==> config.mk <==
export PLATFORM = sky130hd
export DESIGN_NAME = video_ports
export DESIGN_NICKNAME = d
export VERILOG_FILES = /design/src/video_pkg.sv /design/src/video_ports.sv
export SDC_FILE = /design/constraint.sdc
export NUM_CORES = 1
export LEC_CHECK = 0
export BUFFER_PORTS_ARGS = -buffer_cell sky130_fd_sc_hd__buf_2
export CAP_MARGIN = 10
export CORE_ASPECT_RATIO = 0.75
export CORE_MARGIN = 5
export CORE_UTILIZATION = 28
export DETAILED_ROUTE_END_ITERATION = 16
export PLACE_DENSITY = 0.6
export SLEW_MARGIN = 5
export SYNTH_ARGS = -nofsm -noshare
export SYNTH_HDL_FRONTEND = slang
export SYNTH_SLANG_ARGS = --single-unit
export TNS_END_PERCENT = 50
==> constraint.sdc <==
create_clock -name clk -period 2.05 [get_ports clk]
set_input_delay 0.1025 -clock clk [delete_from_list [all_inputs] [get_ports clk]]
set_output_delay 0.1025 -clock clk [all_outputs]
set_load 0.1 [all_outputs]
==> src/video_pkg.sv <==
// shared widths, pixel types and sync constants for the video pipeline
// modules import this inside their bodies and name its types in their ports
`default_nettype none

package video_pkg;

  // raster position, one pixel per clk
  typedef logic [8:0] hcnt_t;
  typedef logic [8:0] vcnt_t;

  // palette index, also the overlay pixel format
  typedef logic [7:0] pix_t;

  // graphics nibble or palette bank
  typedef logic [3:0] nib_t;

  // overlay line buffer address, 512 pixels per line
  typedef logic [8:0] lbuf_addr_t;

  // colour word as written by the cpu, bit 15 ignored
  typedef logic [15:0] cram_data_t;

  // stored colour, red 14..10 green 9..5 blue 4..0
  typedef logic [14:0] rgb_t;

  // single colour channel
  typedef logic [4:0] chan_t;

  // hsync width in pixels
  localparam int HSYNC_LEN = 4;

  // vsync height in lines
  localparam int VSYNC_LEN = 2;

  // vconf bit positions
  // graphics off, border shown in the window
  localparam int VCONF_NOGFX = 5;
  // overlay off
  localparam int VCONF_NOTSU = 4;

endpackage

`default_nettype wire
==> src/video_ports.sv <==
// configuration registers loaded from the cpu data bus by port write strobes
// each register takes d on the cycle after its strobe
`timescale 1ns/1ps
`default_nettype none

module video_ports (
  input  wire                   clk,
  input  wire                   arst_n,
  input  wire  video_pkg::pix_t d,
  input  wire                   border_wr,
  input  wire                   vconf_wr,
  input  wire                   palsel_wr,
  input  wire                   hint_beg_wr,
  input  wire                   vint_begl_wr,
  input  wire                   vint_begh_wr,
  output video_pkg::pix_t       border,
  output logic                  nogfx,
  output logic                  notsu,
  output video_pkg::nib_t       palsel_bank,
  output video_pkg::pix_t       hint_beg,
  output video_pkg::vcnt_t      vint_beg
);

  import video_pkg::*;

  // border colour index
  always_ff @(posedge clk or negedge arst_n) begin
    if (!arst_n) begin
      border <= '0;
    end else if (border_wr) begin
      border <= d;
    end
  end

  // vconf, only the two layer enables are kept
  always_ff @(posedge clk or negedge arst_n) begin
    if (!arst_n) begin
      nogfx <= 1'b0;
      notsu <= 1'b0;
    end else if (vconf_wr) begin
      nogfx <= d[VCONF_NOGFX];
      notsu <= d[VCONF_NOTSU];
    end
  end

  // palsel, graphics bank in the low nibble
  always_ff @(posedge clk or negedge arst_n) begin
    if (!arst_n) begin
      palsel_bank <= '0;
    end else if (palsel_wr) begin
      palsel_bank <= d[3:0];
    end
  end

  // interrupt point, line split over two ports
  always_ff @(posedge clk or negedge arst_n) begin
    if (!arst_n) begin
      hint_beg <= '0;
      vint_beg <= '0;
    end else begin
      if (hint_beg_wr)
        hint_beg <= d;
      // low byte of the line number
      if (vint_begl_wr)
        vint_beg[7:0] <= d;
      // line bit 8 comes from d[0]
      if (vint_begh_wr)
        vint_beg[8] <= d[0];
    end
  end

endmodule

`default_nettype wire

# [After elaboration in Yosys (flattened, before gate mapping)]
# Cells that the tools add are included.
[word_totals] ff_bits=31 out_inout_bits=31 elab_cells=7

# [Depth between registers and ports, before layout]
[depth] word_depth=0 mapped_depth=2 depth_no_buf=1

# [Least setup slack after synthesis]
# No wires, ideal clock.
[synth_timing] path_type="register to register" startpoint="register border[0] (netlist name)" endpoint="register border[0]" setup_ps=126 arrival_ps=1132 setup_slack_ps=792 path_stages_with_launch=2 n_path_buf=0 cell_sequence="dfrtp_1 -> mux2_4"
[synth_lines] item="end signal, assigned" line="video_ports.sv:29" rtl="border <= '0;"
[synth_lines] item="end signal, assigned" line="video_ports.sv:31" rtl="border <= d;"
[synth_lines] item="end, declared" line="video_ports.sv:16" rtl="output video_pkg::pix_t border,"

# [Worst setup path in the final report]
[layout_timing] startpoint="register hint_beg[2]" endpoint="output port hint_beg[2]"
[layout_lines] item="start, declared" line="video_ports.sv:20" rtl="output video_pkg::pix_t hint_beg,"
[layout_lines] item="start signal, assigned" line="video_ports.sv:58" rtl="hint_beg <= '0;"
[layout_lines] item="start signal, assigned" line="video_ports.sv:62" rtl="hint_beg <= d;"
# No word-level cell between the ends.

==> run summary <==
Post-Layout Cell Count = 174
Num CTS Buffers = 5
Placed Cells = 165
most common cell in the netlist = dfrtp_1
die area = 0.00591 sq mm
Sequential Power Share = 38.7%
Max Freq = 0.832 GHz
sequential area share after synthesis = 62.1%
Starting Density = 28.5%
vias in the first global route = 747
CTS sink cnt = 31
final worst-path cycle share = 58.6%
area leader, netlist = dfrtp_1
Sw Pwr = 0.789 mW
Ys Warns = 0
DIE WIDTH = 87.1 um
asr flop ratio synth = 100%
filler instances = 403
switching share of power = 43.0%
Post-synth EDFFs = 0
Post-CTS Setup Bufs = 0
GR Layer Usage met1 = 12.6%
Detailed Routing Iterations Pass 1 = 4
# nets final = 132
CP top delay family = buffers and inverters
largest net degree at the start of global routing = 32
routing usage on met2 = 13.3%
Worst Hold Class = primary input to flop
worst slew pin tran = 0.672 ns
initial antenna violation count = 0
DR iter-0 viols = 23
port buffer count = 46
Area contributors post-synth = dfrtp_1 62%, mux2_4 29%, mux2_2 6.3%, buf_6 2.7%
final hold violation count = 0
Hold Buf Count CTS = 1
DRC = 0
Max-slew headroom = 55.2%
Max Cap Violations = 0
P_leak = 0.815 nW
H-Tree Depth = 2
row cnt = 21
DP HPWL = 1950 um
crit-path cells = buf_2
clock latency at the later pin of the worst-skew pair = 0.28 ns
Setup crit start kind = flop
final core utilization = 36.6%
pins over their slew limit = 0
synthesis-stage register bit count = 31
num ports = 47
CTS tree = done
met3 Use GR = 3.25%
CP arrival = 1.10 ns
area grow syn2layout = 28.8%
DRT antenna net count = 0
Reg area = 776 sq um
crit-path max cell delay = 0.45 ns
Max IR drop VDD = 0.395 mV
first-pass GRT wire length = 4040 um
ys flop type = dfrtp_1
drt wl/cell = 15.5 um
commonest cells in the netlist = 31 x dfrtp_1, 24 x mux2_4, 7 x mux2_2
vias per cell = 4.13
gr ovfl total = 0
final worst slack = 0.849 ns
Resized cells post-CTS = 0
Comb power frac = 36.8%
setup_tns = 0 ns
Crit path buffers/inverters = 1
post-synthesis cell area = 0.00125 sq mm
status = finished clean
CTS root buf = clkbuf_8
worst-path fanout max = 2
top cell type's share of synthesized area = 62.1%
power density over cell area = 1140 mW/mm^2
CTS clk-pin slew, worst paths = 0.07 ns
Worst Path Required = 1.95 ns
drt total wl = 2710 um
GRT busiest layer = met2
syn_nets = 81
worst slack at placement = 1.16 ns
synthesized instance count = 65
Layout Skew = 0 ns
Antenna diodes = 0
RSZ-0062 raised after global routing = no
Mean Syn Cell Area = 19.2 sq um
Placer Congestion = 0.671
core area = 0.00439 sq mm
clock power share = 24.4%
internal power = 1.05 mW
fin crit period = 1.20 ns
GRT Util Overall = 9.46%
Longest Clk Path Bufs = 2
Setup Viol. Count Final = 0
Die Y-Extent = 67.8 um
endpoint type of the worst setup path = output pin
critical path's slowest cell = buf_2
total number of vias = 719
footprint of the multi-input gates = 439 sq um
Crit Path Category = flop to output pin
share of layout cells above drive strength 1 = 70.9%
Netlist cell types = 4
per-layer routing:
layer / up-vias / part of all wire (%)
met1: 360 / 46
met3: 7 / 7.5
li1: 325 / -
met5: - / 0
met4: 0 / 2.4
met2: 27 / 44
final timing paths:
path	from	endpoint	slack, ns	cells past startpoint
max	hint_beg[2]	hint_beg[2]	0.85	1
min	vint_begh_wr	vint_beg[8]	0.07	2
max reg2reg	hint_beg[2]	hint_beg[2]	1.26	1
min reg2reg	palsel_bank[3]	palsel_bank[3]	0.51	1
max in group asynchronous	arst_n	border[2]	1.21	2
min in group asynchronous	arst_n	border[0]	0.40	2
cell usage in the layout, fill, tap and decap left out, drive strengths merged:
cell type,synthesis,layout
buf,3,46
dfrtp,31,31
clkbuf,0,7
clkinv,0,1
mux2,31,31
dlygate4sd3,0,1
stage by stage:
step                power (mW)  hold WS [ns]  cell area [sq um]
floorplan                 1.28        -0.193               1250
detailed placement        1.40         0.179               1520
global placement          1.39         0.163               1520
CTS                       1.86        0.0628               1610
global route              1.90        0.0600               1610
finish                    1.83        0.0683               1610
cell families after synthesis:
family                 share of synthesized area, %
buffers and inverters                          2.71
DFF                                            62.1
muxes                                          35.2
power groups by stage:
stage                     Combinational (mW)  Clock, mW  Sequential (mW)
after global routing                   0.695      0.486            0.719
after global placement                 0.674          0            0.719
after CTS                              0.680      0.466            0.711
after floorplan                        0.109          0             1.17
final                                  0.676      0.448            0.711
after detailed placement               0.678          0            0.720
flip-flops by register name, indices dropped and copies added, names as in the netlist:
signal       flops
vint_beg         9
palsel_bank      4
notsu            1
nogfx            1
hint_beg         8
border           8
final cells by class:
class	count	area share [%]
Timing Repair Buffer	47	14.9
Multi-Input combinational cell	31	27.3
Clock inverter	1	0.311
Sequential cell	31	48.2
Tap cell	57	4.44
Clock buffer	7	4.75
(Power assumes the default switching activity.)
