**src/video_pkg.sv**
```systemverilog
// shared widths, pixel types and sync constants for the video pipeline
// modules import this inside their bodies and name its types in their ports
`default_nettype none

package video_pkg;

  // raster position, one pixel per clk
  typedef logic [8:0] hcnt_t;
  typedef logic [8:0] vcnt_t;

  // palette index, also the overlay pixel format
  typedef logic [7:0] pix_t;

  // graphics nibble or palette bank
  typedef logic [3:0] nib_t;

  // overlay line buffer address, 512 pixels per line
  typedef logic [8:0] lbuf_addr_t;

  // colour word as written by the cpu, bit 15 ignored
  typedef logic [15:0] cram_data_t;

  // stored colour, red 14..10 green 9..5 blue 4..0
  typedef logic [14:0] rgb_t;

  // single colour channel
  typedef logic [4:0] chan_t;

  // hsync width in pixels
  localparam int HSYNC_LEN = 4;

  // vsync height in lines
  localparam int VSYNC_LEN = 2;

  // vconf bit positions
  // graphics off, border shown in the window
  localparam int VCONF_NOGFX = 5;
  // overlay off
  localparam int VCONF_NOTSU = 4;

endpackage

`default_nettype wire
```
**src/video_palette.sv**
```systemverilog
// colour ram palette, 256 entries of 15-bit rgb written by the cpu
// registered lookup of the pixel index with blanking
`timescale 1ns/1ps
`default_nettype none

module video_palette (
  input  wire                       clk,
  input  wire                       arst_n,
  input  wire  video_pkg::pix_t     vplex,
  input  wire                       blank,
  input  wire  video_pkg::pix_t     cram_addr,
  input  wire  video_pkg::cram_data_t cram_data,
  input  wire                       cram_we,
  output video_pkg::chan_t          red,
  output video_pkg::chan_t          green,
  output video_pkg::chan_t          blue
);

  import video_pkg::*;

  rgb_t cram [0:255];
  rgb_t colour;

  // cpu side
  // bit 15 of the word is not stored
  always_ff @(posedge clk) begin
    if (cram_we)
      cram[cram_addr] <= cram_data[14:0];
  end

  // lookup sees a write from the cycle after it lands
  assign colour = cram[vplex];

  // output stage, forced black in sync
  always_ff @(posedge clk or negedge arst_n) begin
    if (!arst_n) begin
      red   <= '0;
      green <= '0;
      blue  <= '0;
    end else if (blank) begin
      red   <= '0;
      green <= '0;
      blue  <= '0;
    end else begin
      red   <= colour[14:10];
      green <= colour[9:5];
      blue  <= colour[4:0];
    end
  end

endmodule

`default_nettype wire

```
**config.mk**
```make
export PLATFORM = sky130hd
export DESIGN_NAME = video_palette
export DESIGN_NICKNAME = d
export VERILOG_FILES = /design/src/video_pkg.sv /design/src/video_palette.sv
export SDC_FILE = /design/constraint.sdc
export NUM_CORES = 2
export LEC_CHECK = 0
export BUFFER_PORTS_ARGS = -buffer_cell sky130_fd_sc_hd__buf_2
export CORE_MARGIN = 4
export CORE_UTILIZATION = 40
export CTS_CLUSTER_SIZE = 28
export DETAILED_ROUTE_END_ITERATION = 8
export GPL_TIMING_DRIVEN = 1
export PLACE_DENSITY_LB_ADDON = 0.08
export SLEW_MARGIN = 10
export SYNTH_ARGS = -nofsm -noshare
export SYNTH_HDL_FRONTEND = slang
export SYNTH_SLANG_ARGS = --single-unit
```
**constraint.sdc**
```tcl
create_clock -name clk -period 2.5 [get_ports clk]
set_input_delay 0.375 -clock clk [delete_from_list [all_inputs] [get_ports clk]]
set_output_delay 0.375 -clock clk [all_outputs]
set_load 0.005 [all_outputs]
```
After elaboration in Yosys (flattened, before gate mapping)
Memories as Yosys holds them, arrays and structs flattened.
Index checks and enable logic that the tools add are counted.
Word-level totals
  output and inout port bits: 15
  RAM bits: 3840
  bits of input ports: 36
  bits in registers: 15
  memories: 1
Operators by class
  mux-type cells: 5
Memories
  cram: depth 256, bits a word 15, read ports 1, clocked after Yosys merged registers in 0, write ports 1, line video_palette.sv:21  | rgb_t cram [0:255];
Operators by type and width (number)
  5-bit two-way mux: 3
  1-bit two-way mux: 2

Logic depth before layout (Yosys ltp)
  depth in word-level cells: 2
  depth in mapped cells: 13
  depth with buffers taken out: 7

Least setup slack after synthesis
Ideal clock, no wire load.
  path type: input to register
  start point: input port vplex[0]
  end point: register blue[2]
  required time: 2.372 ns
  path slack: -0.040 ns
  stages on the path: 8
  arrival: 2.411 ns
  library setup time: 0.128 ns
  cells stage by stage: buf_6 > buf_8 > buf_4 > buf_2 > mux4_2 > mux4_1 > o22ai_1 > o22ai_1
On the way
  word-level cells in the longest chain between the ends: 2
Ends and longest elaborated chain
  from (decl): line video_palette.sv:9  | input wire video_pkg::pix_t vplex,
  memory read 256 x 15 bit
  5-bit two-way mux: line video_palette.sv:40  | end else if (blank) begin
  to (signal assigned): line video_palette.sv:47  | blue <= colour[4:0];
  to (decl): line video_palette.sv:16  | output video_pkg::chan_t blue
No other way between the ends.

Worst setup path in the final report
  start point: input port vplex[0]
  end point: register blue[1]
Same word-level chain as after synthesis.

==> impl_metrics.json <==
{
  "die-area_um2": 383000,
  "io_buffers": 49,
  "pre_cts_slack_ps": -1250,
  "cp_slowest_cell": "mux4_2",
  "synth.most_common_cell": "edfxtp_1",
  "ir_drop_uv": 571,
  "drv_slew": 0,
  "via_per_inst": 5.69,
  "register_area_um2": 116000,
  "tns_ps": -21.3,
  "violations": "negative setup slack",
  "finalNetCount": 8071,
  "final_cells": 13400,
  "hp-class": "input port to flip-flop",
  "start_util_pct": 40.1,
  "area_growth_pct": 20.5,
  "clockRootBuffer": "clkbuf_16",
  "yosys_warnings": 0,
  "setup_violations": 2,
  "worstMarginPinSlew_ps": 939,
  "num_rows": 224,
  "dp_hpwl_mm": 294,
  "ys_seq_area_share_pct": 77.5,
  "grt_use_total_pct": 23.4,
  "die_w_um": 619,
  "grt_overflow": 0,
  "synth-adder-area-share_pct": 0,
  "io_pins": 51,
  "fin_crit_ps": 2520,
  "min_period_over_period_pct": 101,
  "maxCapViolations": 0,
  "ys_ff_latch": 3855,
  "setup_slack_ps": -15.3,
  "slew_headroom_pct": 36.8,
  "path_cells": "buf_12 > buf_12 > buf_12 > buf_4 > mux4_2 > mux4_2 > o22ai_1 > buf_4 > a211oi_1 > a32o_1",
  "skew_ps": 67.5,
  "ys_top_cells_by_count": "edfxtp_1, mux4_2, mux2i_1, nor2_1, o221ai_1",
  "critPathCaptureType": "flip-flop",
  "max_freq_ghz": 0.398,
  "synth.top_cells.by_area": "edfxtp_1, mux4_2, mux2i_1",
  "async_reset_ff_share_pct": 0.389,
  "drt_wl_total_mm": 453,
  "synth_top_area_cell": "edfxtp_1",
  "p_leak_nw": 58.7,
  "dp.cells": 12600,
  "drt-pass1-iter-count": 8,
  "syn_nets": 6820,
  "synth_top_family_by_area": "multiplexers",
  "tritoncts": "yes",
  "muxShareOfSynthArea_pct": 15.8,
  "coreArea_um2": 372000,
  "fillers": 30700,
  "place.gp.congestion": 0.835,
  "dpl-instance-area_um2": 166000,
  "final_antenna_net_count": 0,
  "finalPower_mw": 140,
  "ys_types": 66,
  "cts_max_path_buffers": 4,
  "drive_above_1_share_pct": 32.1,
  "max_stage_delay_ps": 570,
  "clock_sinks": 3855,
  "clock_latency_ps": 980,
  "clk_pin_slew_worst_paths_ps": 60,
  "synthSimpleGateAreaFrac_pct": 1.79,
  "syn_avg_cell_area_um2": 22.0,
  "synth_xor_area_share_pct": 0,
  "grt_max_degree": 102,
  "crit_arrival_ps": 3370,
  "htreeDepth": 5,
  "utilization_pct": 48.3,
  "drt-initial-drc-count": 8402,
  "cp-start-kind": "input port",
  "cts_buffers": 415,
  "grt_pass1_wl_mm": 629,
  "synth_compound_area_share_pct": 2.91,
  "crit_type": "input port to flip-flop",
  "hold_viol": 0,
  "vias": 76100,
  "multi_input_area_um2": 31000,
  "synth_top_cell_area_share_pct": 77.2,
  "drc": 0,
  "p_per_area_nw_per_um2": 780,
  "wire_per_inst_um": 33.9,
  "crit_top_cell": "buf_12",
  "cts_setup_buffers": 0,
  "syn_inst": 6784,
  "grt_pass1_vias": 76600,
  "chipHeight_um": 619,
  "synth_ff_type": "edfxtp_1",
  "critPathTopFamily": "buffers and inverters",
  "antenna_found_initial": 43,
  "fin_area_um2": 180000,
  "rsz0062_at_grt": "false",
  "syn_area_um2": 149000,
  "crit_buf_inv": 5,
  "crit_required_ps": 3350,
  "synth_edf_count": 3840,
  "whs_ps": 214,
  "cp_max_fo": 19,
  "status": "finished with violations"
}
layout make-up:
cell class	instances	area share (%)
antenna	26	0.0362
clock buffer	497	6.04
clock inverter	269	1.43
inverter	3	0.0132
multi-input combinational	2526	17.3
sequential	3855	64.3
tap	4972	3.46
timing repair buffer	1234	7.47
state kept, by name, indices dropped and copies added (netlist names):
signal,cells
cram,3840
red,5
blue,5
green,5
logic make-up after synthesis:
| logic type | Yosys count |
|---|---|
| AOI/OAI and AO/OA | 621 |
| DFF | 3855 |
| buffers and inverters | 403 |
| muxes | 1277 |
| and+or+nand+nor | 628 |
tightest hold or removal path, stage by stage:
cell and delay (ps):
buf_2 170, nand3_1 220, nor2_2 80, buf_12 160
placed cells by master, fill, tap and decap left out, types with 17 or more instances in the layout:
cell type         n
clkinvlp_4       19
o221ai_1        180
clkbuf_1         71
buf_4           845
buf_12          323
buf_2            29
o21ai_0          77
clkinv_1        105
o211ai_1         18
bufinv_16        43
nand4_1          20
clkinv_2         82
o22ai_1         126
buf_8            17
edfxtp_1       3840
nor2_1          280
nand2_1         141
a22oi_1          29
mux4_2          768
mux2i_1         432
nand3_1          32
clkbuf_16       421
a21oi_1          94
nor2_2           63
diode_2          26
dlygate4sd3_1    18
mux4_1           75
repair_timing:
action,in CTS,in global routing
resized for setup,16,8
hold buffers,18,0
setup endpoints to repair,11,5
pin swaps,2,4
hold endpoints to repair,641,0
power breakdown:
group	switching [mW]	internal, mW	total [mW]
Sequential	0.136	71.2	71.4
Clock	25.4	35.4	60.8
Combinational	4.93	3.21	8.14
Total	30.5	110	140
path summary, 6_finish.rpt:
kind,start,end,slack (ps),cells past startpoint
max,vplex[0],blue[1],-20,10
min,cram_addr[2],cram[157][13],210,4
max reg2reg,cram[195][12],red[2],80,5
min reg2reg,cram[155][4],blue[4],1150,5
max in group asynchronous,arst_n,blue[1],320,4
min in group asynchronous,arst_n,green[1],450,3
layer usage:
| metal | GRT usage, % | share of wire, % | vias to the layer above |
|---|---|---|---|
| li1 | - | - | 31500 |
| met1 | 34.4 | 44 | 41600 |
| met3 | 2.91 | 5.7 | 511 |
| met4 | 5.62 | 2.6 | 4 |
| met5 | 0 | 0.0053 | - |
| met2 | 37.6 | 48 | 2491 |
(Power assumes the default switching activity.)
