**config.mk**
```make
export PLATFORM = sky130hd
export DESIGN_NAME = video_sync
export DESIGN_NICKNAME = d
export VERILOG_FILES = /design/src/video_pkg.sv /design/src/video_sync.sv
export SDC_FILE = /design/constraint.sdc
export NUM_CORES = 1
export LEC_CHECK = 0
export BUFFER_PORTS_ARGS = -buffer_cell sky130_fd_sc_hd__buf_2
export CAP_MARGIN = 20
export CORE_AREA = 2 2 69 71
export DETAILED_ROUTE_END_ITERATION = 8
export DIE_AREA = 0 0 71 73
export GPL_ROUTABILITY_DRIVEN = 0
export REMOVE_ABC_BUFFERS = 1
export SETUP_SLACK_MARGIN = 0.02
export SYNTH_ARGS = -nofsm -noshare
export SYNTH_HDL_FRONTEND = slang
export SYNTH_SLANG_ARGS = --single-unit
```
**constraint.sdc**
```tcl
create_clock -name clk -period 5.2 [get_ports clk]
set_input_delay 0.52 -clock clk [delete_from_list [all_inputs] [get_ports clk]]
set_output_delay 0.52 -clock clk [all_outputs]
set_load 0.05 [all_outputs]
```
**src/video_pkg.sv**
```systemverilog
// shared widths, pixel types and sync constants for the video pipeline
// modules import this inside their bodies and name its types in their ports
`default_nettype none

package video_pkg;

  // raster position, one pixel per clk
  typedef logic [8:0] hcnt_t;
  typedef logic [8:0] vcnt_t;

  // palette index, also the overlay pixel format
  typedef logic [7:0] pix_t;

  // graphics nibble or palette bank
  typedef logic [3:0] nib_t;

  // overlay line buffer address, 512 pixels per line
  typedef logic [8:0] lbuf_addr_t;

  // colour word as written by the cpu, bit 15 ignored
  typedef logic [15:0] cram_data_t;

  // stored colour, red 14..10 green 9..5 blue 4..0
  typedef logic [14:0] rgb_t;

  // single colour channel
  typedef logic [4:0] chan_t;

  // hsync width in pixels
  localparam int HSYNC_LEN = 4;

  // vsync height in lines
  localparam int VSYNC_LEN = 2;

  // vconf bit positions
  // graphics off, border shown in the window
  localparam int VCONF_NOGFX = 5;
  // overlay off
  localparam int VCONF_NOTSU = 4;

endpackage

`default_nettype wire
```
**src/video_sync.sv**
```systemverilog
// raster counters with registered syncs, line start and frame interrupt
// also window flags and overlay buffer read address for the pixel path
`timescale 1ns/1ps
`default_nettype none

module video_sync #(
  parameter int H_TOTAL  = 448,
  parameter int V_TOTAL  = 320,
  parameter int HPIX_BEG = 64,
  parameter int HPIX_END = 320,
  parameter int VPIX_BEG = 40,
  parameter int VPIX_END = 232
) (
  input  wire                     clk,
  input  wire                     arst_n,
  input  wire  video_pkg::pix_t   hint_beg,
  input  wire  video_pkg::vcnt_t  vint_beg,
  output video_pkg::hcnt_t        hcnt,
  output video_pkg::vcnt_t        vcnt,
  output logic                    hsync,
  output logic                    vsync,
  output logic                    line_start,
  output logic                    int_start,
  output video_pkg::lbuf_addr_t   lbuf_raddr,
  output logic                    line_odd,
  output logic                    win_now,
  output logic                    in_win,
  output logic                    sync_blank
);

  import video_pkg::*;

  logic h_last;
  logic v_last;

  assign h_last = (hcnt == hcnt_t'(H_TOTAL - 1));
  assign v_last = (vcnt == vcnt_t'(V_TOTAL - 1));

  // pixel and line counters
  // vcnt steps when hcnt wraps
  always_ff @(posedge clk or negedge arst_n) begin
    if (!arst_n) begin
      hcnt <= '0;
      vcnt <= '0;
    end else if (h_last) begin
      hcnt <= '0;
      vcnt <= v_last ? '0 : vcnt + 1'b1;
    end else begin
      hcnt <= hcnt + 1'b1;
    end
  end

  // raw window term, drives the overlay clear
  assign win_now = (hcnt >= hcnt_t'(HPIX_BEG)) && (hcnt < hcnt_t'(HPIX_END)) &&
                   (vcnt >= vcnt_t'(VPIX_BEG)) && (vcnt < vcnt_t'(VPIX_END));

  // overlay x is relative to the window start
  assign lbuf_raddr = lbuf_addr_t'(hcnt - hcnt_t'(HPIX_BEG));

  // even lines read buffer 0
  assign line_odd = vcnt[0];

  // decoded outputs, one cycle behind the counters
  always_ff @(posedge clk or negedge arst_n) begin
    if (!arst_n) begin
      hsync      <= 1'b0;
      vsync      <= 1'b0;
      line_start <= 1'b0;
      int_start  <= 1'b0;
      in_win     <= 1'b0;
    end else begin
      hsync      <= (hcnt < hcnt_t'(HSYNC_LEN));
      vsync      <= (vcnt < vcnt_t'(VSYNC_LEN));
      line_start <= (hcnt == '0);
      // one pulse per frame at the programmed point
      int_start  <= (hcnt == hcnt_t'(hint_beg)) && (vcnt == vint_beg);
      // aligned with the buffer read data
      in_win     <= win_now;
    end
  end

  // syncs are already one cycle late, same stage as in_win
  assign sync_blank = hsync | vsync;

endmodule

`default_nettype wire

```
---- Yosys cells after proc, flatten, opt, wreduce, memory -nomap -nowiden ----
Index checks and enable logic that the tools add are counted.
word-level totals
  flip-flop bits (word level) ............. 23
  input port bits ......................... 19
  word-level logic and storage cells ...... 28
cells by class
  add/subtract/negate cells ............... 3
  magnitude comparators ................... 6
  eq/ne operators ......................... 4
  muxes and demuxes ....................... 2
  bitwise logic cells ..................... 1
  reduce and logical (&&, ||, !) cells .... 5
operator list
  operator                                                    count
  adder 9 x 1 -> 9 bit, second input constant                 2
  == test 9 bit, second input constant                        2
  two-way mux 9 bit                                           2
  == test 9 x 8 -> 1 bit                                      1
  == test 9 bit                                               1
  >= comparator 9 x 6 -> 1 bit, second input constant         1
  >= comparator 9 x 7 -> 1 bit, second input constant         1
  logical NOT 9 bit                                           1
  less-than comparator 9 x 2 -> 1 bit, second input constant  1
  less-than comparator 9 x 3 -> 1 bit, second input constant  1
  less-than comparator 9 x 8 -> 1 bit, second input constant  1
  less-than comparator 9 bit, second input constant           1
  subtractor 9 x 7 -> 9 bit, second input constant            1
  logical AND 1 bit                                           4
  bitwise OR 1 bit                                            1

---- Logic depth before layout (Yosys ltp) ----
  word-level depth ........................ 4
  gate-level depth with buffers ........... 8

---- Worst setup path before layout ----
No wires, ideal clock.
  path kind ............................... register to output
  from .................................... register hcnt[5]
  to ...................................... output win_now
  arrival ................................. 2.682 ns
  data required time ...................... 4.680 ns
  setup slack ............................. 1.998 ns
  cell stages (with the launch flop) ...... 6
  buffers on the path ..................... 1
  cell sequence ........................... dfrtp_1 buf_2 or4_4 nor4b_2 nor4_1 a2111oi_2
on the way
  longest elaborated chain between the ends .. 4
  elaborated cells between the ends (all ways) .. 5
  classes of those cells .................. 2 x order compare; 3 x reduce/logical
ends and longest elaborated chain
  element                                                                            RTL line          text
  start: declaration                                                                 video_sync.sv:18  output video_pkg::hcnt_t hcnt,
  start signal: assignment                                                           video_sync.sv:49  hcnt <= hcnt + 1'b1;
  >= comparator 9 x 7 -> 1 bit / less-than comparator 9 bit (equally long branches)  video_sync.sv:54  assign win_now = (hcnt >= hcnt_t'(HPIX_BEG)) && (hcnt < hcnt_t'(HPIX_END)) &&
  logical AND 1 bit (*) (2 in a row)                                                 video_sync.sv:54
  logical AND 1 bit (*)                                                              video_sync.sv:55  (vcnt >= vcnt_t'(VPIX_BEG)) && (vcnt < vcnt_t'(VPIX_END));
  end: declaration                                                                   video_sync.sv:26  output logic win_now,
Every way passes the cells marked *; elsewhere a longest branch is shown, timed or not.

---- Final worst setup path ----
  from .................................... register hcnt[3]
  to ...................................... output win_now
The elaborated chain is that of the path after synthesis.

==> qor.yml <==
worst_slew_pin_slew_ns: 0.524
grt_overflow: 0
clk_path_buf_depth: 2
post_cts_buffers: 0
syn2layout_area_growth_pct: 18.8
clk_pin_slew_ns: 0.09
maxCapViolCount: 0
synth_warnings: 0
slew_headroom: 0.650
synth_ff_type: "dfrtp_1"
dieArea_mm2: 0.00518
hold_viol: 0
cp_cell_sequence: "or4_4, nor4b_2, nor4_1, a2111oi_2, buf_2"
clock_skew_ns: 0.00435
multi_input_area_um2: 776
antenna_left: 0
grt_setup_unrepaired: "false"
finalPower_uw: 311
syn_area_per_cell_um2: 9.56
grt_max_degree: 24
cts_hold_buffers: 0
cts_tree: "done"
cp.buffers_inverters: 1
period_share: 0.559
antenna_found_initial: 0
most-common-layout-cells: "53 x buf_2, 23 x dfrtp_1, 18 x xor2_1"
critPathKind: "reg2out"
drc: 0
wl_met3_um: 175
gr-usage-all-layers: 0.136
final_design_area_no_fill_mm2: 0.00176
clk_latency_ns: 0.27
cts_root_buffer: "clkbuf_8"
portBuffers: 53
viasPerCell: 4.90
yosysSeqAreaShare: 0.389
finalSetupTns_ns: 0
synth_area_mm2: 0.00148
worstPathMaxFanout: 7
powerDensity_mw_per_mm2: 177
cts-buffers-inserted: 3
io-pin-count: 54
drive_above_1_share: 0.325
endpoint_kind: "output pin"
antennaDiodeCount: 0
htreeDepth: 1
routed_wl_mm: 3.44
grt_pass1_wl_mm: 5.55
ctsResizeCount: 0
synth_cell_types: 35
p_leak_uw: 0.000879
hold_path_class: "in2async"
drt_iter0_markers: 64
synthCells: 155
die_y_um: 73
cp_slowest_cell: "or4_4"
core_area_mm2: 0.00454
max_stage_delay_ns: 0.59
synth_seq_cells: 23
cp.depth: 5
synth_edf_count: 0
nNetsFinal: 223
highest_layer: "met4"
die_width_um: 71
numClockSinks: 23
ff2ff_path_depth: 5
wl_met2_mm: 1.61
dp_hpwl_mm: 2.55
max_freq_mhz: 344
async_flop_share: 1.00
final_common_cell: "buf_2"
drv_slew: 0
fill_cells: 482
cp_top_family: "simple AND/OR/NAND/NOR gates"
peakVddDrop_mv: 0.0627
regArea_um2: 576
drt-pass1-iter-count: 4
vias: 1215
rows: 25
wl_met1_mm: 1.61
wire_per_inst_um: 13.9
period_needed_ns: 2.91
grt_pass1_vias: 1125
cp_data_arrival_time_ns: 2.39
dpl-instance-area_mm2: 0.00171
required_ns: 4.68
setup_viol: 0
initial_utilization: 0.327
status: "finished, final reports clean"
crit_path_start_kind: "flop"
-- layout make-up --
| class | instances | area share |
|---|---|---|
| clock buffer | 4 | 0.0256 |
| inverter | 8 | 0.0171 |
| multi-input combinational | 106 | 0.441 |
| sequential | 23 | 0.327 |
| tap | 54 | 0.0384 |
| timing repair buffer | 53 | 0.151 |
-- synth_stat cells, drive strengths merged (2+ instances only) --
master	count	area [um^2]
or4	3	26.3
mux2	3	33.8
a21oi	2	10.0
or2	2	12.5
nand3	7	35.0
nand4	6	37.5
nand2	5	18.8
a22o	2	17.5
and3	3	18.8
inv	8	30.0
buf	12	77.6
and2	2	12.5
nor4	7	43.8
xnor2	8	70.1
clkbuf	6	22.5
dfrtp	23	576
nor2	11	41.3
o21ai	5	25.0
ha	9	113
nor2b	2	12.5
xor2	18	158
nor3	2	10.0
-- layer usage --
layer,global-route usage,vias up
li1,-,596
met1,0.191,572
met2,0.219,43
met3,0.0166,4
met4,0.0440,0
met5,0,-
-- worst reg2reg max path, delay by kind of cell, from the launching register on --
family | cells | cell delay [ns]
flip-flops | 1 | 0.58
adder cells (fa/ha/maj) | 1 | 0.37
AND/OR/NAND/NOR | 3 | 0.61
multiplexers | 1 | 0.34
-- report_power, final --
group | total (uW) | internal (uW) | switching [uW] | leakage [uW]
registers | 179 | 179 | 0.0000209 | 0.000302
clock network | 115 | 54.8 | 60.1 | 0.0000228
logic | 17.2 | 8.01 | 9.14 | 0.000554
total | 311 | 241 | 69.3 | 0.000879
-- kinds of logic after synthesis --
family / Yosys count / synth area share
simple gates: 54 / 0.206
xor+xnor: 26 / 0.154
buf+inv: 26 / 0.0878
flops: 23 / 0.389
compound gates: 14 / 0.0650
fa+ha+maj: 9 / 0.0760
mux: 3 / 0.0228
-- registers in the layout (all words and copies together) (netlist names) --
signal and cells:
in_win 1, vsync 1, vcnt 9, hcnt 9, hsync 1, int_start 1
line_start 1
-- final timing paths --
kind | from | end | slack (ns)
max | hcnt[3] | win_now | 2.29
min | arst_n | vcnt[8] | 0.22
max reg2reg | hcnt[0] | vcnt[6] | 3.19
min reg2reg | hcnt[4] | hcnt[4] | 0.59
max in group asynchronous | arst_n | hcnt[5] | 4.63
min in group clk | vint_beg[7] | int_start | 0.59
-- metrics by stage --
step                std cells  utilization  worst slack, ns  hold slack, ns
floorplan                 137            -             1.77           0.224
global placement          244        0.378             2.65           0.532
detailed placement        244        0.378             2.60           0.546
CTS                       248        0.388             2.30           0.250
global route              248        0.388             2.21           0.272
finish                    248        0.388             2.29           0.219
No activity file was read; power rests on OpenSTA's default activity.
