## src/video_pkg.sv

```systemverilog
// shared widths, pixel types and sync constants for the video pipeline
// modules import this inside their bodies and name its types in their ports
`default_nettype none

package video_pkg;

  // raster position, one pixel per clk
  typedef logic [8:0] hcnt_t;
  typedef logic [8:0] vcnt_t;

  // palette index, also the overlay pixel format
  typedef logic [7:0] pix_t;

  // graphics nibble or palette bank
  typedef logic [3:0] nib_t;

  // overlay line buffer address, 512 pixels per line
  typedef logic [8:0] lbuf_addr_t;

  // colour word as written by the cpu, bit 15 ignored
  typedef logic [15:0] cram_data_t;

  // stored colour, red 14..10 green 9..5 blue 4..0
  typedef logic [14:0] rgb_t;

  // single colour channel
  typedef logic [4:0] chan_t;

  // hsync width in pixels
  localparam int HSYNC_LEN = 4;

  // vsync height in lines
  localparam int VSYNC_LEN = 2;

  // vconf bit positions
  // graphics off, border shown in the window
  localparam int VCONF_NOGFX = 5;
  // overlay off
  localparam int VCONF_NOTSU = 4;

endpackage

`default_nettype wire
```

## src/video_render.sv

```systemverilog
// pixel mux between border, graphics and overlay
// two register stages, input alignment then the selected index
`timescale 1ns/1ps
`default_nettype none

module video_render (
  input  wire                   clk,
  input  wire                   arst_n,
  input  wire                   in_win,
  input  wire                   sync_blank,
  input  wire  video_pkg::pix_t ts_pix,
  input  wire  video_pkg::nib_t gfx_pix,
  input  wire  video_pkg::pix_t border,
  input  wire  video_pkg::nib_t palsel_bank,
  input  wire                   nogfx,
  input  wire                   notsu,
  output video_pkg::pix_t       vplex,
  output logic                  blank
);

  import video_pkg::*;

  // stage 1, sampled with the counters to meet the buffer read
  nib_t gfx_q;
  nib_t bank_q;
  pix_t border_q;
  logic nogfx_q;
  logic notsu_q;

  // pixel data, no reset
  always_ff @(posedge clk) begin
    gfx_q    <= gfx_pix;
    bank_q   <= palsel_bank;
    border_q <= border;
  end

  always_ff @(posedge clk or negedge arst_n) begin
    if (!arst_n) begin
      nogfx_q <= 1'b0;
      notsu_q <= 1'b0;
      vplex   <= '0;
      blank   <= 1'b0;
    end else begin
      nogfx_q <= nogfx;
      notsu_q <= notsu;
      blank   <= sync_blank;
      // stage 2, priority border then overlay then graphics
      if (!in_win)
        vplex <= border_q;
      // low nibble zero is transparent
      else if (!notsu_q && (ts_pix[3:0] != '0))
        vplex <= ts_pix;
      else if (nogfx_q)
        vplex <= border_q;
      else
        vplex <= {bank_q, gfx_q};
    end
  end

endmodule

`default_nettype wire

```

## config.mk

```make
export PLATFORM = sky130hd
export DESIGN_NAME = video_render
export DESIGN_NICKNAME = d
export VERILOG_FILES = /design/src/video_pkg.sv /design/src/video_render.sv
export SDC_FILE = /design/constraint.sdc
export NUM_CORES = 1
export LEC_CHECK = 0
export ABC_AREA = 1
export BUFFER_PORTS_ARGS = -buffer_cell sky130_fd_sc_hd__buf_2
export CORE_MARGIN = 3
export CORE_UTILIZATION = 30
export DETAILED_ROUTE_END_ITERATION = 8
export GPL_ROUTABILITY_DRIVEN = 0
export SYNTH_ARGS = -nofsm -noshare
export SYNTH_HDL_FRONTEND = slang
export SYNTH_SLANG_ARGS = --single-unit
```

## constraint.sdc

```tcl
create_clock -name clk -period 1 [get_ports clk]
set_input_delay 0.15 -clock clk [delete_from_list [all_inputs] [get_ports clk]]
set_output_delay 0.15 -clock clk [all_outputs]
set_load 0.01 [all_outputs]
```

Word level (Yosys, flattened, before mapping)

Cells that the tools add are included.

Flip-flop bits (word level): 27
Input bits: 30
Output and inout port bits: 9
Logic and storage cells: 13

Mux-type cells: 3
Reduce and logical (&&, ||, !) cells: 3

Operators by type and width:

| cell              | count |
|---|---|
| $mux 8            | 3 |
| $reduce_bool 4->1 | 1 |
| $logic_and 1x1->1 | 1 |
| $logic_not 1->1   | 1 |

Longest topological paths before layout

Gate-level depths: netlist (run 1).

Depth in word-level cells: 4
Gate-level depth with buffers: 7
Mapped depth without buffers: 6

Worst setup path after synthesis (run 1)

OpenSTA, ideal clock, no wires.

Kind: reg-to-reg
From: register nogfx_q
To: register vplex[0]
Path buffers: 1
Stages on the path, launching flop included: 8
Library setup time: 0.065 ns
Arrival: 0.850 ns
Clock period less this slack: 0.915 ns
Setup slack: 0.085 ns
Path through: dfrtp_1 > buf_6 > inv_8 > nand2_1 > and2_0 > nand2_1 > nand3_1 > nand2_1

Cells in the longest elaborated chain, start to end: 3

RTL lines:

| element                | line               | text |
|---|---|---|
| from (decl)            | video_render.sv:27 | `logic nogfx_q;` |
| from (signal assigned) | video_render.sv:44 | `nogfx_q <= nogfx;` |
| $mux 8                 | video_render.sv:53 | `else if (nogfx_q)` |
| $mux 8                 | video_render.sv:51 | `else if (!notsu_q && (ts_pix[3:0] != '0))` |
| $mux 8                 | video_render.sv:48 | `if (!in_win)` |
| to (signal assigned)   | video_render.sv:49 | `vplex <= border_q;` |
| to (signal assigned)   | video_render.sv:52 | `vplex <= ts_pix;` |
| to (signal assigned)   | video_render.sv:54 | `vplex <= border_q;` |
| to (decl)              | video_render.sv:17 | `output video_pkg::pix_t vplex,` |

Every way passes these cells.

Final worst setup path (run 1)

From: register nogfx_q
To: register vplex[3]

The elaborated chain is that of the path after synthesis.

==> impl_metrics.tcl, run 1 <==
set metrics [dict create \
    status "complete, but fails checks" \
    violations "setup timing" \
    start_kind "flip-flop" \
    p_total_w 0.00198 \
    dp.cells 184 \
    seqCellArea_um2 597 \
    core_area_um2 2900 \
    nets 198 \
    stdcell_count 209 \
    cts.sinks 27 \
    start_util_pct 33.3 \
    synthCells 106 \
    slew_viol_final 0 \
    ant_nets 0 \
    dieArea_um2 3940 \
    power_frac_comb_pct 16.4 \
    synth_cell_types 16 \
    rsz0062_at_grt "yes" \
    numCtsBuffers 3 \
    htreeDepth 1 \
    internal_power_w 0.00149 \
    globalRouteOverflowTotal 0 \
    relSlewSlack_pct 82.7 \
    port_buffers 38 \
    synth_area_per_cell_um2 9.12 \
    grt_pass1_vias 840 \
    num_vias 834 \
    grt_busiest_layer "met2" \
    multiInputGateArea_um2 320 \
    use_met1_pct 13.9 \
    synth-main-ff-cell "dfxtp_1" \
    dpl.hpwl_um 1560 \
    ys_top_cells_by_count "nand2_1 (38), dfxtp_1 (16), nand3_1 (14)" \
    row_count 19 \
    grt_use_met3_pct 2.88 \
    cp-end-kind "flip-flop" \
    p_per_area_nw_per_um2 1360 \
    fp.dieW_um 62.8 \
    drc 0 \
    power.share.sequential_pct 59.9 \
    grt_pass1_wl_um 3640 \
    cap_violations 0 \
    power_switching_share_pct 24.6 \
    vdd_drop_max_mv 0.649 \
    nFillCells 289 \
    crit_arrival_ps 1320 \
    met2_usage_pct 19.2 \
    period_needed_ps 1090 \
    ys_ff_latch 27 \
    diodes 0 \
    synth_edf_count 0 \
    wire_per_inst_um 10.6 \
    max_freq_mhz 916 \
    synth_area_leaders "dfxtp_1 (33%), dfrtp_1 (28%), nand2_1 (15%), nand3_1 (7.2%), and2_0 (4.5%)" \
    clk_pin_slew_worst_paths_ps 140 \
    synth.most_common_cell "nand2_1" \
    gr-usage-all-layers_pct 11.8 \
    vias_per_cell 3.99 \
    grt_max_degree 15 \
    worstHoldPathType "in2reg" \
    synth_fp_nets 136 \
    cts_tree "yes" \
    synth_top_area_cell "dfxtp_1" \
    dr.pass1.iters 4 \
    clockRootBuffer "clkbuf_4" \
    synthArstFlopShare_pct 40.7 \
    clk_path_buf_depth 2 \
    wirelength_um 2220 \
    timing.final.ws_setup_ps -92.1 \
    skew_ps 14.9 \
    tightest_slew_ps 260 \
    p_leak_nw 0.744 \
    postLayoutCoreUtil_pct 50.0 \
    num_io_pins 39 \
    yosys_warnings 0 \
    worstPathMaxFanout 6 \
    clk_latency_ps 330 \
    path_class "reg2reg" \
    dieHeight_um 62.8 \
    power_switching_w 0.000487 \
    hold_viol 0 \
    drive_gt1_share_pct 33.5 \
    post-route-period-util_pct 109 \
    worstPathRequired_ps 1230 \
    synth_area_um2 967 \
    antenna_found_initial 0 \
    yosys.area.top_type_share_pct 33.1 \
    ys_seq_area_share_pct 61.6 \
    drtIter0Drc 20 \
    p_clk_share_pct 23.7 \
    area_growth_pct 50.1 \
    setup_violations 8 \
]
## per-stage QoR
| step | worst slack (ps) | hold WS (ps) | area (um2) | TNS, ps |
|---|---|---|---|---|
| floorplan | 85.1 | -146 | 967 | 0 |
| global placement | -57.3 | 34.9 | 1190 | -326 |
| detailed placement | -89.7 | 36.6 | 1190 | -530 |
| CTS | -27.3 | 133 | 1420 | -145 |
| global route | -120 | 124 | 1450 | -1070 |
| finish | -92.1 | 112 | 1450 | -315 |
## metal layers
metal  up-vias  wire (um)
met5         -          0
met4         0         57
met3         5        145
met2        31       1040
met1       353        979
li1        445          -
## power groups by stage
stage               registers, W  logic (W)  clock network (W)
floorplan                0.00121   0.000121                  0
global placement         0.00121   0.000240                  0
detailed placement       0.00121   0.000243                  0
CTS                      0.00118   0.000304           0.000478
global route             0.00119   0.000363           0.000540
finish                   0.00118   0.000325           0.000469
## kinds of logic (layout without fill, tap and decap cells)
| logic type | after synthesis | in the layout | synth area share [%] |
|---|---|---|---|
| flip-flops | 27 | 27 | 61.6 |
| buffers and inverters | 12 | 73 | 6.86 |
| AND/OR/NAND/NOR | 65 | 65 | 30.1 |
| AO/OA/AOI/OAI | 2 | 2 | 1.42 |
## area by class of cell
cell class	instances	share of cell area, %
Sequential cell	27	41.1
Timing Repair Buffer	59	28.1
Multi-Input combinational cell	67	22.1
Tap cell	42	3.62
Inverter	10	3.28
Clock buffer	4	1.81
## path summary, 6_finish.rpt
check | from | endpoint | slack (ps) | cells after the start
worst max register to register | nogfx_q | vplex[3] | -90 | 6
worst min register to register | border_q[1] | vplex[1] | 460 | 2
min in group asynchronous | arst_n | vplex[4] | 190 | 2
worst min-delay path | ts_pix[2] | vplex[2] | 110 | 3
worst max-delay path | nogfx_q | vplex[3] | -90 | 6
max in group asynchronous | arst_n | vplex[6] | 580 | 2
## state kept, by name (all words and copies together), names as in the netlist
name / flops
border_q: 8
vplex: 8
bank_q: 4
gfx_q: 4
blank: 1
nogfx_q: 1
notsu_q: 1
## layout by cell type, fill, tap and decap left out
cell type       n
and2_1          3
and2_0          1
nor2_1          3
clkbuf_1        1
nand2_4         1
buf_6           2
a21oi_1         1
a21oi_2         1
nand3_1        14
dfrtp_2         1
inv_2           1
inv_1           7
nand2_2         5
clkbuf_4        3
dlygate4sd3_1  20
dfrtp_1        10
dfxtp_1        16
inv_8           1
and2_4          3
inv_4           1
buf_2          37
nand2_1        35
## repair_timing
item                                    in CTS  in global routing
endpoints found under the setup margin      11                 17
endpoints found under the hold margin       30                  0
pin swaps                                    0                  9
resized for setup                            1                 15
setup buffers                                0                  1
hold buffers                                20                  0
## worst max-delay path, cell delays in order (launching register included)
cell and delay (ps):
dfrtp_2 510, buf_6 150, nand2_1 40, and2_1 120
nand2_1 50, nand3_1 60, nand2_1 50
No activity file was read; power rests on OpenSTA's default activity.
==> run 2: changes to the inputs <==
--- a/config.mk
+++ b/config.mk
@@ -7,6 +7,7 @@
 export LEC_CHECK = 0
 export ABC_AREA = 1
 export BUFFER_PORTS_ARGS = -buffer_cell sky130_fd_sc_hd__buf_2
+export CORE_ASPECT_RATIO = 1.4
 export CORE_MARGIN = 3
 export CORE_UTILIZATION = 30
 export DETAILED_ROUTE_END_ITERATION = 8
==> run 2 against run 1 <==
Compared with the run above:
- the flow still finishes with violations (setup timing)
- via count decreased by 2.8%
- combinational power decreased by 8.6%
- worst hold slack improved by 92 ps
- critical path type unchanged
- die area increased by 0.24%
- first-iteration DRC count decreased by 55%
- non-clock buffer count decreased by 1
- clock-buffer cell count decreased by 1
- global-route usage decreased by 1.2 points
- total power increased by 4.2%
- largest cell class unchanged
- clock power increased by 25%
- cell area decreased by 1.3%
==> impl_metrics.tcl, run 2 (synthesized netlist as in run 1, its figures left out) <==
set metrics [dict create \
    min_from "ts_pix[2]" \
    skew_ps 5.40 \
    tightest_slew_ps 251 \
    relSlewSlack_pct 83.3 \
    final_area_um2 1430 \
    htreeDepth 1 \
    dieHeight_um 73.2 \
    drive_gt1_share_pct 30.1 \
    p_leak_nw 0.737 \
    grt_pass1_vias 809 \
    ant_nets 0 \
    clk_latency_ps 260 \
    dp.cells 179 \
    layout_top_registers "border_q x8, vplex x8" \
    port_buffers 38 \
    stdcell_count 203 \
    row_count 23 \
    dieArea_um2 3950 \
    finalHoldWorstSlack_ps 204 \
    setup_violations 2 \
    reg2reg_depth 6 \
    antenna_found_initial 0 \
    cts.sinks 27 \
    cts_setup_buffers 0 \
    p_per_area_nw_per_um2 1440 \
    nFillCells 292 \
    wirelength_um 1890 \
    grt_pass1_wl_um 3140 \
    nets 197 \
    post-route-period-util_pct 101 \
    cts_tree "yes" \
    holdPathEnd "vplex[2]" \
    clockRootBuffer "clkbuf_8" \
    dpl.hpwl_um 1480 \
    r2r_end "vplex[7]" \
    clk_pin_slew_worst_paths_ps 90 \
    crit_arrival_ps 1220 \
    numCtsBuffers 3 \
    drtIter0Drc 9 \
    whs_path_depth 3 \
    globalRouteOverflowTotal 0 \
    most-common-layout-cells "nand2_1 (38), buf_2 (38), dlygate4sd3_1 (20)" \
    slew_viol_final 0 \
    r2r_slack_ps -10 \
    worstHoldPathType "in2reg" \
    fin_setup_tns_ps -20.3 \
    core_area_um2 2960 \
    fp.dieW_um 54.0 \
    start_kind "flip-flop" \
    hold_viol 0 \
    gr-usage-all-layers_pct 10.6 \
    grt_max_degree 16 \
    area_growth_pct 48.1 \
    dr.pass1.iters 4 \
    postLayoutCoreUtil_pct 48.3 \
    diodes 0 \
    timing.final.ws_setup_ps -11.8 \
    path_class "reg2reg" \
    cap_violations 0 \
    wire_per_inst_um 9.31 \
    violations "setup timing" \
    num_io_pins 39 \
    drc 0 \
    r2r_start "nogfx_q" \
    vdd_drop_max_mv 0.662 \
    max_freq_mhz 988 \
    clk_path_buf_depth 2 \
    cp-end-kind "flip-flop" \
    period_needed_ps 1010 \
    place_area_um2 1180 \
    start_util_pct 32.6 \
    num_vias 811 \
    worstPathRequired_ps 1200 \
    vias_per_cell 4.00 \
    rsz0062_at_grt "yes" \
    worstPathMaxFanout 9 \
    status "complete, but fails checks" \
]
==> run 2: cell types whose count changed in the layout (fill, tap and decap cells not counted) <==
cell / previous run / this run
and2_0: 1 / 4
and2_4: 3 / 0
clkbuf_4: 3 / 0
clkbuf_8: 0 / 3
nand2_1: 35 / 38
nand2_2: 5 / 2
buf_6: 2 / 0
buf_2: 37 / 38
clkbuf_1: 1 / 0
clkinv_2: 0 / 1
==> run 2: critical path, cell delays in order (launching register included) <==
cell	delay (ps)
dfrtp_2	500
inv_8	90
nand2_1	40
and2_0	120
nand2_1	70
nand3_1	60
nand2_1	70
==> run 2: per-stage QoR <==
step           setup WS, ps  power [W]
6_report              -11.8    0.00206
5_1_grt                -113    0.00218
4_1_cts               -17.0    0.00210
3_5_place_dp          -78.4    0.00144
3_3_place_gp          -65.1    0.00144
2_1_floorplan          85.1    0.00133
==> run 2: repair_timing <==
item,in CTS,in global routing
setup endpoints to repair,7,7
endpoints found under the hold margin,30,0
hold buffers,20,0
gates resized for setup,1,3
pin swaps,0,1
==> run 2: final cells by class <==
cell class / instances / area, um2 / area share [%]
clock buffer: 3 / 41.3 / 2.88
clock inverter: 1 / 5.00 / 0.349
inverter: 10 / 47.5 / 3.32
multi-input combinational: 67 / 305 / 21.3
sequential: 27 / 597 / 41.7
tap: 37 / 46.3 / 3.23
timing repair buffer: 58 / 390 / 27.2
==> run 2: report_power, final <==
| part | internal (W) | leakage [nW] | switching, W |
|---|---|---|---|
| combinational | 0.000164 | 0.448 | 0.000134 |
| sequential | 0.00115 | 0.264 | 0.0000285 |
| clock | 0.000278 | 0.0255 | 0.000306 |
==> run 2: how the worst max path moves through the flow <==
| stage | start | end | slack (ps) | depth (start not counted) |
|---|---|---|---|---|
| after floorplan | nogfx_q | vplex[0] | 90 | 7 |
| after global placement | nogfx_q | vplex[5] | -70 | 6 |
| after detailed placement | nogfx_q | vplex[7] | -80 | 6 |
| after CTS | nogfx_q | vplex[7] | -20 | 6 |
| after global routing | nogfx_q | vplex[7] | -110 | 6 |
| final | nogfx_q | vplex[7] | -10 | 6 |
==> run 2: routing by layer <==
| metal | vias to the layer above | global-route usage [%] | wire [um] |
|---|---|---|---|
| met5 | - | 0 | 0 |
| met2 | 30 | 19.3 | 916 |
| met1 | 334 | 11.2 | 758 |
| met3 | 5 | 1.84 | 173 |
| li1 | 442 | - | - |
| met4 | 0 | 4.99 | 42 |
==> run 3: changes to the inputs <==
--- a/config.mk
+++ b/config.mk
@@ -5,13 +5,14 @@
 export SDC_FILE = /design/constraint.sdc
 export NUM_CORES = 1
 export LEC_CHECK = 0
-export ABC_AREA = 1
 export BUFFER_PORTS_ARGS = -buffer_cell sky130_fd_sc_hd__buf_2
 export CORE_ASPECT_RATIO = 1.4
 export CORE_MARGIN = 3
 export CORE_UTILIZATION = 30
 export DETAILED_ROUTE_END_ITERATION = 8
 export GPL_ROUTABILITY_DRIVEN = 0
+export SKIP_LAST_GASP = 1
+export SLEW_MARGIN = 10
 export SYNTH_ARGS = -nofsm -noshare
 export SYNTH_HDL_FRONTEND = slang
 export SYNTH_SLANG_ARGS = --single-unit
==> run 3 against run 2 <==
Compared with the run above:
- the run still ends with setup timing left
- clock power down 26%
- clock skew down 1.3 ps
- register-to-register slack worse by 200 ps
- via count down 21%
- critical endpoint is now vplex[4]
- largest power group unchanged
==> impl_metrics.tcl, run 3 <==
set metrics [dict create \
    cp.depth 3 \
    stdcell_count 152 \
    wirelength_um 1670 \
    tightest_slew_ps 236 \
    antenna_found_initial 0 \
    synthArstFlopShare_pct 40.7 \
    r2r_start "notsu_q" \
    yosys.area.top_type_share_pct 39.6 \
    synth_top_area_cell "dfxtp_1" \
    cts_tree "yes" \
    crit_arrival_ps 1420 \
    p_leak_nw 0.622 \
    wire_per_inst_um 11.0 \
    worstPathMaxFanout 7 \
    post_cts_resize_count 0 \
    r2r_end "vplex[4]" \
    gr-usage-all-layers_pct 11.6 \
    drive_gt1_share_pct 43.2 \
    clk_path_buf_depth 2 \
    grt_max_degree 15 \
    slowest_delay_ps 430 \
    final_area_um2 1310 \
    place_area_um2 1090 \
    critical_path.startpoint "notsu_q" \
    max_freq_mhz 827 \
    grt_pass1_vias 662 \
    synth_top_family_by_area "compound AO/OA/AOI/OAI gates" \
    reg2reg_depth 3 \
    timing.final.ws_setup_ps -210 \
    synth.most_common_cell "dfxtp_1" \
    rsz0062_at_grt "yes" \
    dieHeight_um 67.5 \
    p_total_w 0.00188 \
    cts_setup_buffers 0 \
    cap_violations 0 \
    synth_cell_types 14 \
    setup_violations 8 \
    violations "setup timing" \
    clk_latency_ps 320 \
    finalHoldWorstSlack_ps 207 \
    globalRouteOverflowTotal 0 \
    cpMaxStageDelayCell "dfrtp_1" \
    layout_top_registers "border_q x8, vplex x8" \
    vias_per_cell 4.19 \
    post-route-period-util_pct 121 \
    vdd_drop_max_mv 0.698 \
    postLayoutCoreUtil_pct 53.2 \
    cp-end-kind "flip-flop" \
    start_kind "flip-flop" \
    most-common-layout-cells "buf_2 (38), dlygate4sd3_1 (20), dfxtp_1 (16)" \
    period_needed_ps 1210 \
    dr.pass1.iters 3 \
    nets 149 \
    cts.sinks 27 \
    diodes 0 \
    critPathTopFamily "compound AO/OA/AOI/OAI gates" \
    ys_top_cells_by_count "dfxtp_1 (16), dfrtp_1 (11), a221o_1 (7)" \
    clk_pin_slew_worst_paths_ps 120 \
    final_common_cell "buf_2" \
    worstHoldPathType "in2async" \
    synthMuxAreaShare_pct 0 \
    synth_compound_area_share_pct 15.1 \
    path_class "reg2reg" \
    dieArea_um2 3370 \
    num_io_pins 39 \
    area_growth_pct 62.3 \
    fp.dieW_um 49.9 \
    row_count 21 \
    clockRootBuffer "clkbuf_4" \
    synth_xor_xnor_area_share_pct 0 \
    htreeDepth 1 \
    dpl.hpwl_um 1220 \
    synth_area_leaders "dfxtp_1 (40%), dfrtp_1 (34%), a221o_1 (8.7%), nor3b_1 (3.7%), nor4_4 (2.6%)" \
    core_area_um2 2470 \
    p_per_area_nw_per_um2 1430 \
    synthSimpleGateAreaFrac_pct 10.4 \
    start_util_pct 32.8 \
    synth-adder-area-share_pct 0 \
    hold_viol 0 \
    r2r_slack_ps -210 \
    worstPathRequired_ps 1210 \
    crit_chain "nand2b_4 > o21a_4 > a221o_1" \
    num_vias 637 \
    synth-main-ff-cell "dfxtp_1" \
    relSlewSlack_pct 84.2 \
    ys_seq_area_share_pct 73.6 \
    synthCells 51 \
    slew_viol_final 0 \
    drc 0 \
    ys_ff_latch 27 \
    synth_area_per_cell_um2 15.9 \
    port_buffers 38 \
    yosys_warnings 0 \
    endpoint "vplex[4]" \
    crit_buf_inv 0 \
    synth_edf_count 0 \
    synth_fp_nets 81 \
    skew_ps 4.14 \
    grt_pass1_wl_um 2770 \
    numCtsBuffers 3 \
    drtIter0Drc 5 \
    status "complete, but fails checks" \
    synth_area_um2 810 \
    dp.cells 128 \
    ant_nets 0 \
]
run 3: cell count changes after synthesis, moves of 2 or more:
cell,delta
and3_1,+2
nand2b_1,+2
nor3b_1,+4
a221o_1,+7
nand3_1,-14
and2_0,-7
inv_1,-5
nand2_1,-38
nand2_2,-2
nor2_1,-3
run 3: cells by family after synthesis:
logic type	after synthesis
buffers and inverters	2
and+or+nand+nor	10
AOI/OAI and AO/OA	12
DFF	27
run 3: power by group:
part	switching [W]	internal, W
clock	0.000279	0.000156
sequential	0.0000186	0.00115
combinational	0.000105	0.000172
total	0.000402	0.00148
run 3: layout make-up:
cell class	count	area [um2]
clock buffers	4	26.3
fillers	236	1160
inverters	2	7.51
multi-input cells	22	214
flip-flops and latches	27	596
well taps	34	42.5
repair buffers	63	428
run 3: stage by stage:
| step | setup WS (ps) | TNS [ps] |
|---|---|---|
| floorplan | -170 | -1190 |
| global placement | -173 | -1300 |
| detailed placement | -190 | -1370 |
| CTS | -214 | -1540 |
| global route | -255 | -2030 |
| finish | -210 | -1510 |
run 3: worst min-delay path by stage:
| stage | from | end | slack (ps) |
|---|---|---|---|
| 2_1_floorplan | arst_n | blank | -150 |
| 3_3_place_gp | arst_n | vplex[0] | 30 |
| 3_5_place_dp | arst_n | blank | 30 |
| 4_1_cts | arst_n | blank | 200 |
| 5_1_grt | ts_pix[0] | vplex[0] | 230 |
| 6_report | arst_n | vplex[5] | 210 |
run 3: metal layers:
| layer | part of all wire [%] | track usage [%] |
|---|---|---|
| met1 | 38 | 11.4 |
| met2 | 54 | 20.4 |
| met3 | 3.8 | 1.77 |
| met4 | 3.6 | 11.4 |
| met5 | 0 | 0 |
run 3: timing repair:
action,4_1_cts,5_1_grt
pin swaps,0,0
endpoints found under the hold margin,30,0
hold buffers,20,0
setup endpoints to repair,9,17
run 3: worst reg2reg max path: cells and delay by family, from the launching register on:
kind / cells / cell delay (ps)
AO/OA/AOI/OAI: 2 / 520
flip-flops: 1 / 430
AND/OR/NAND/NOR: 1 / 160
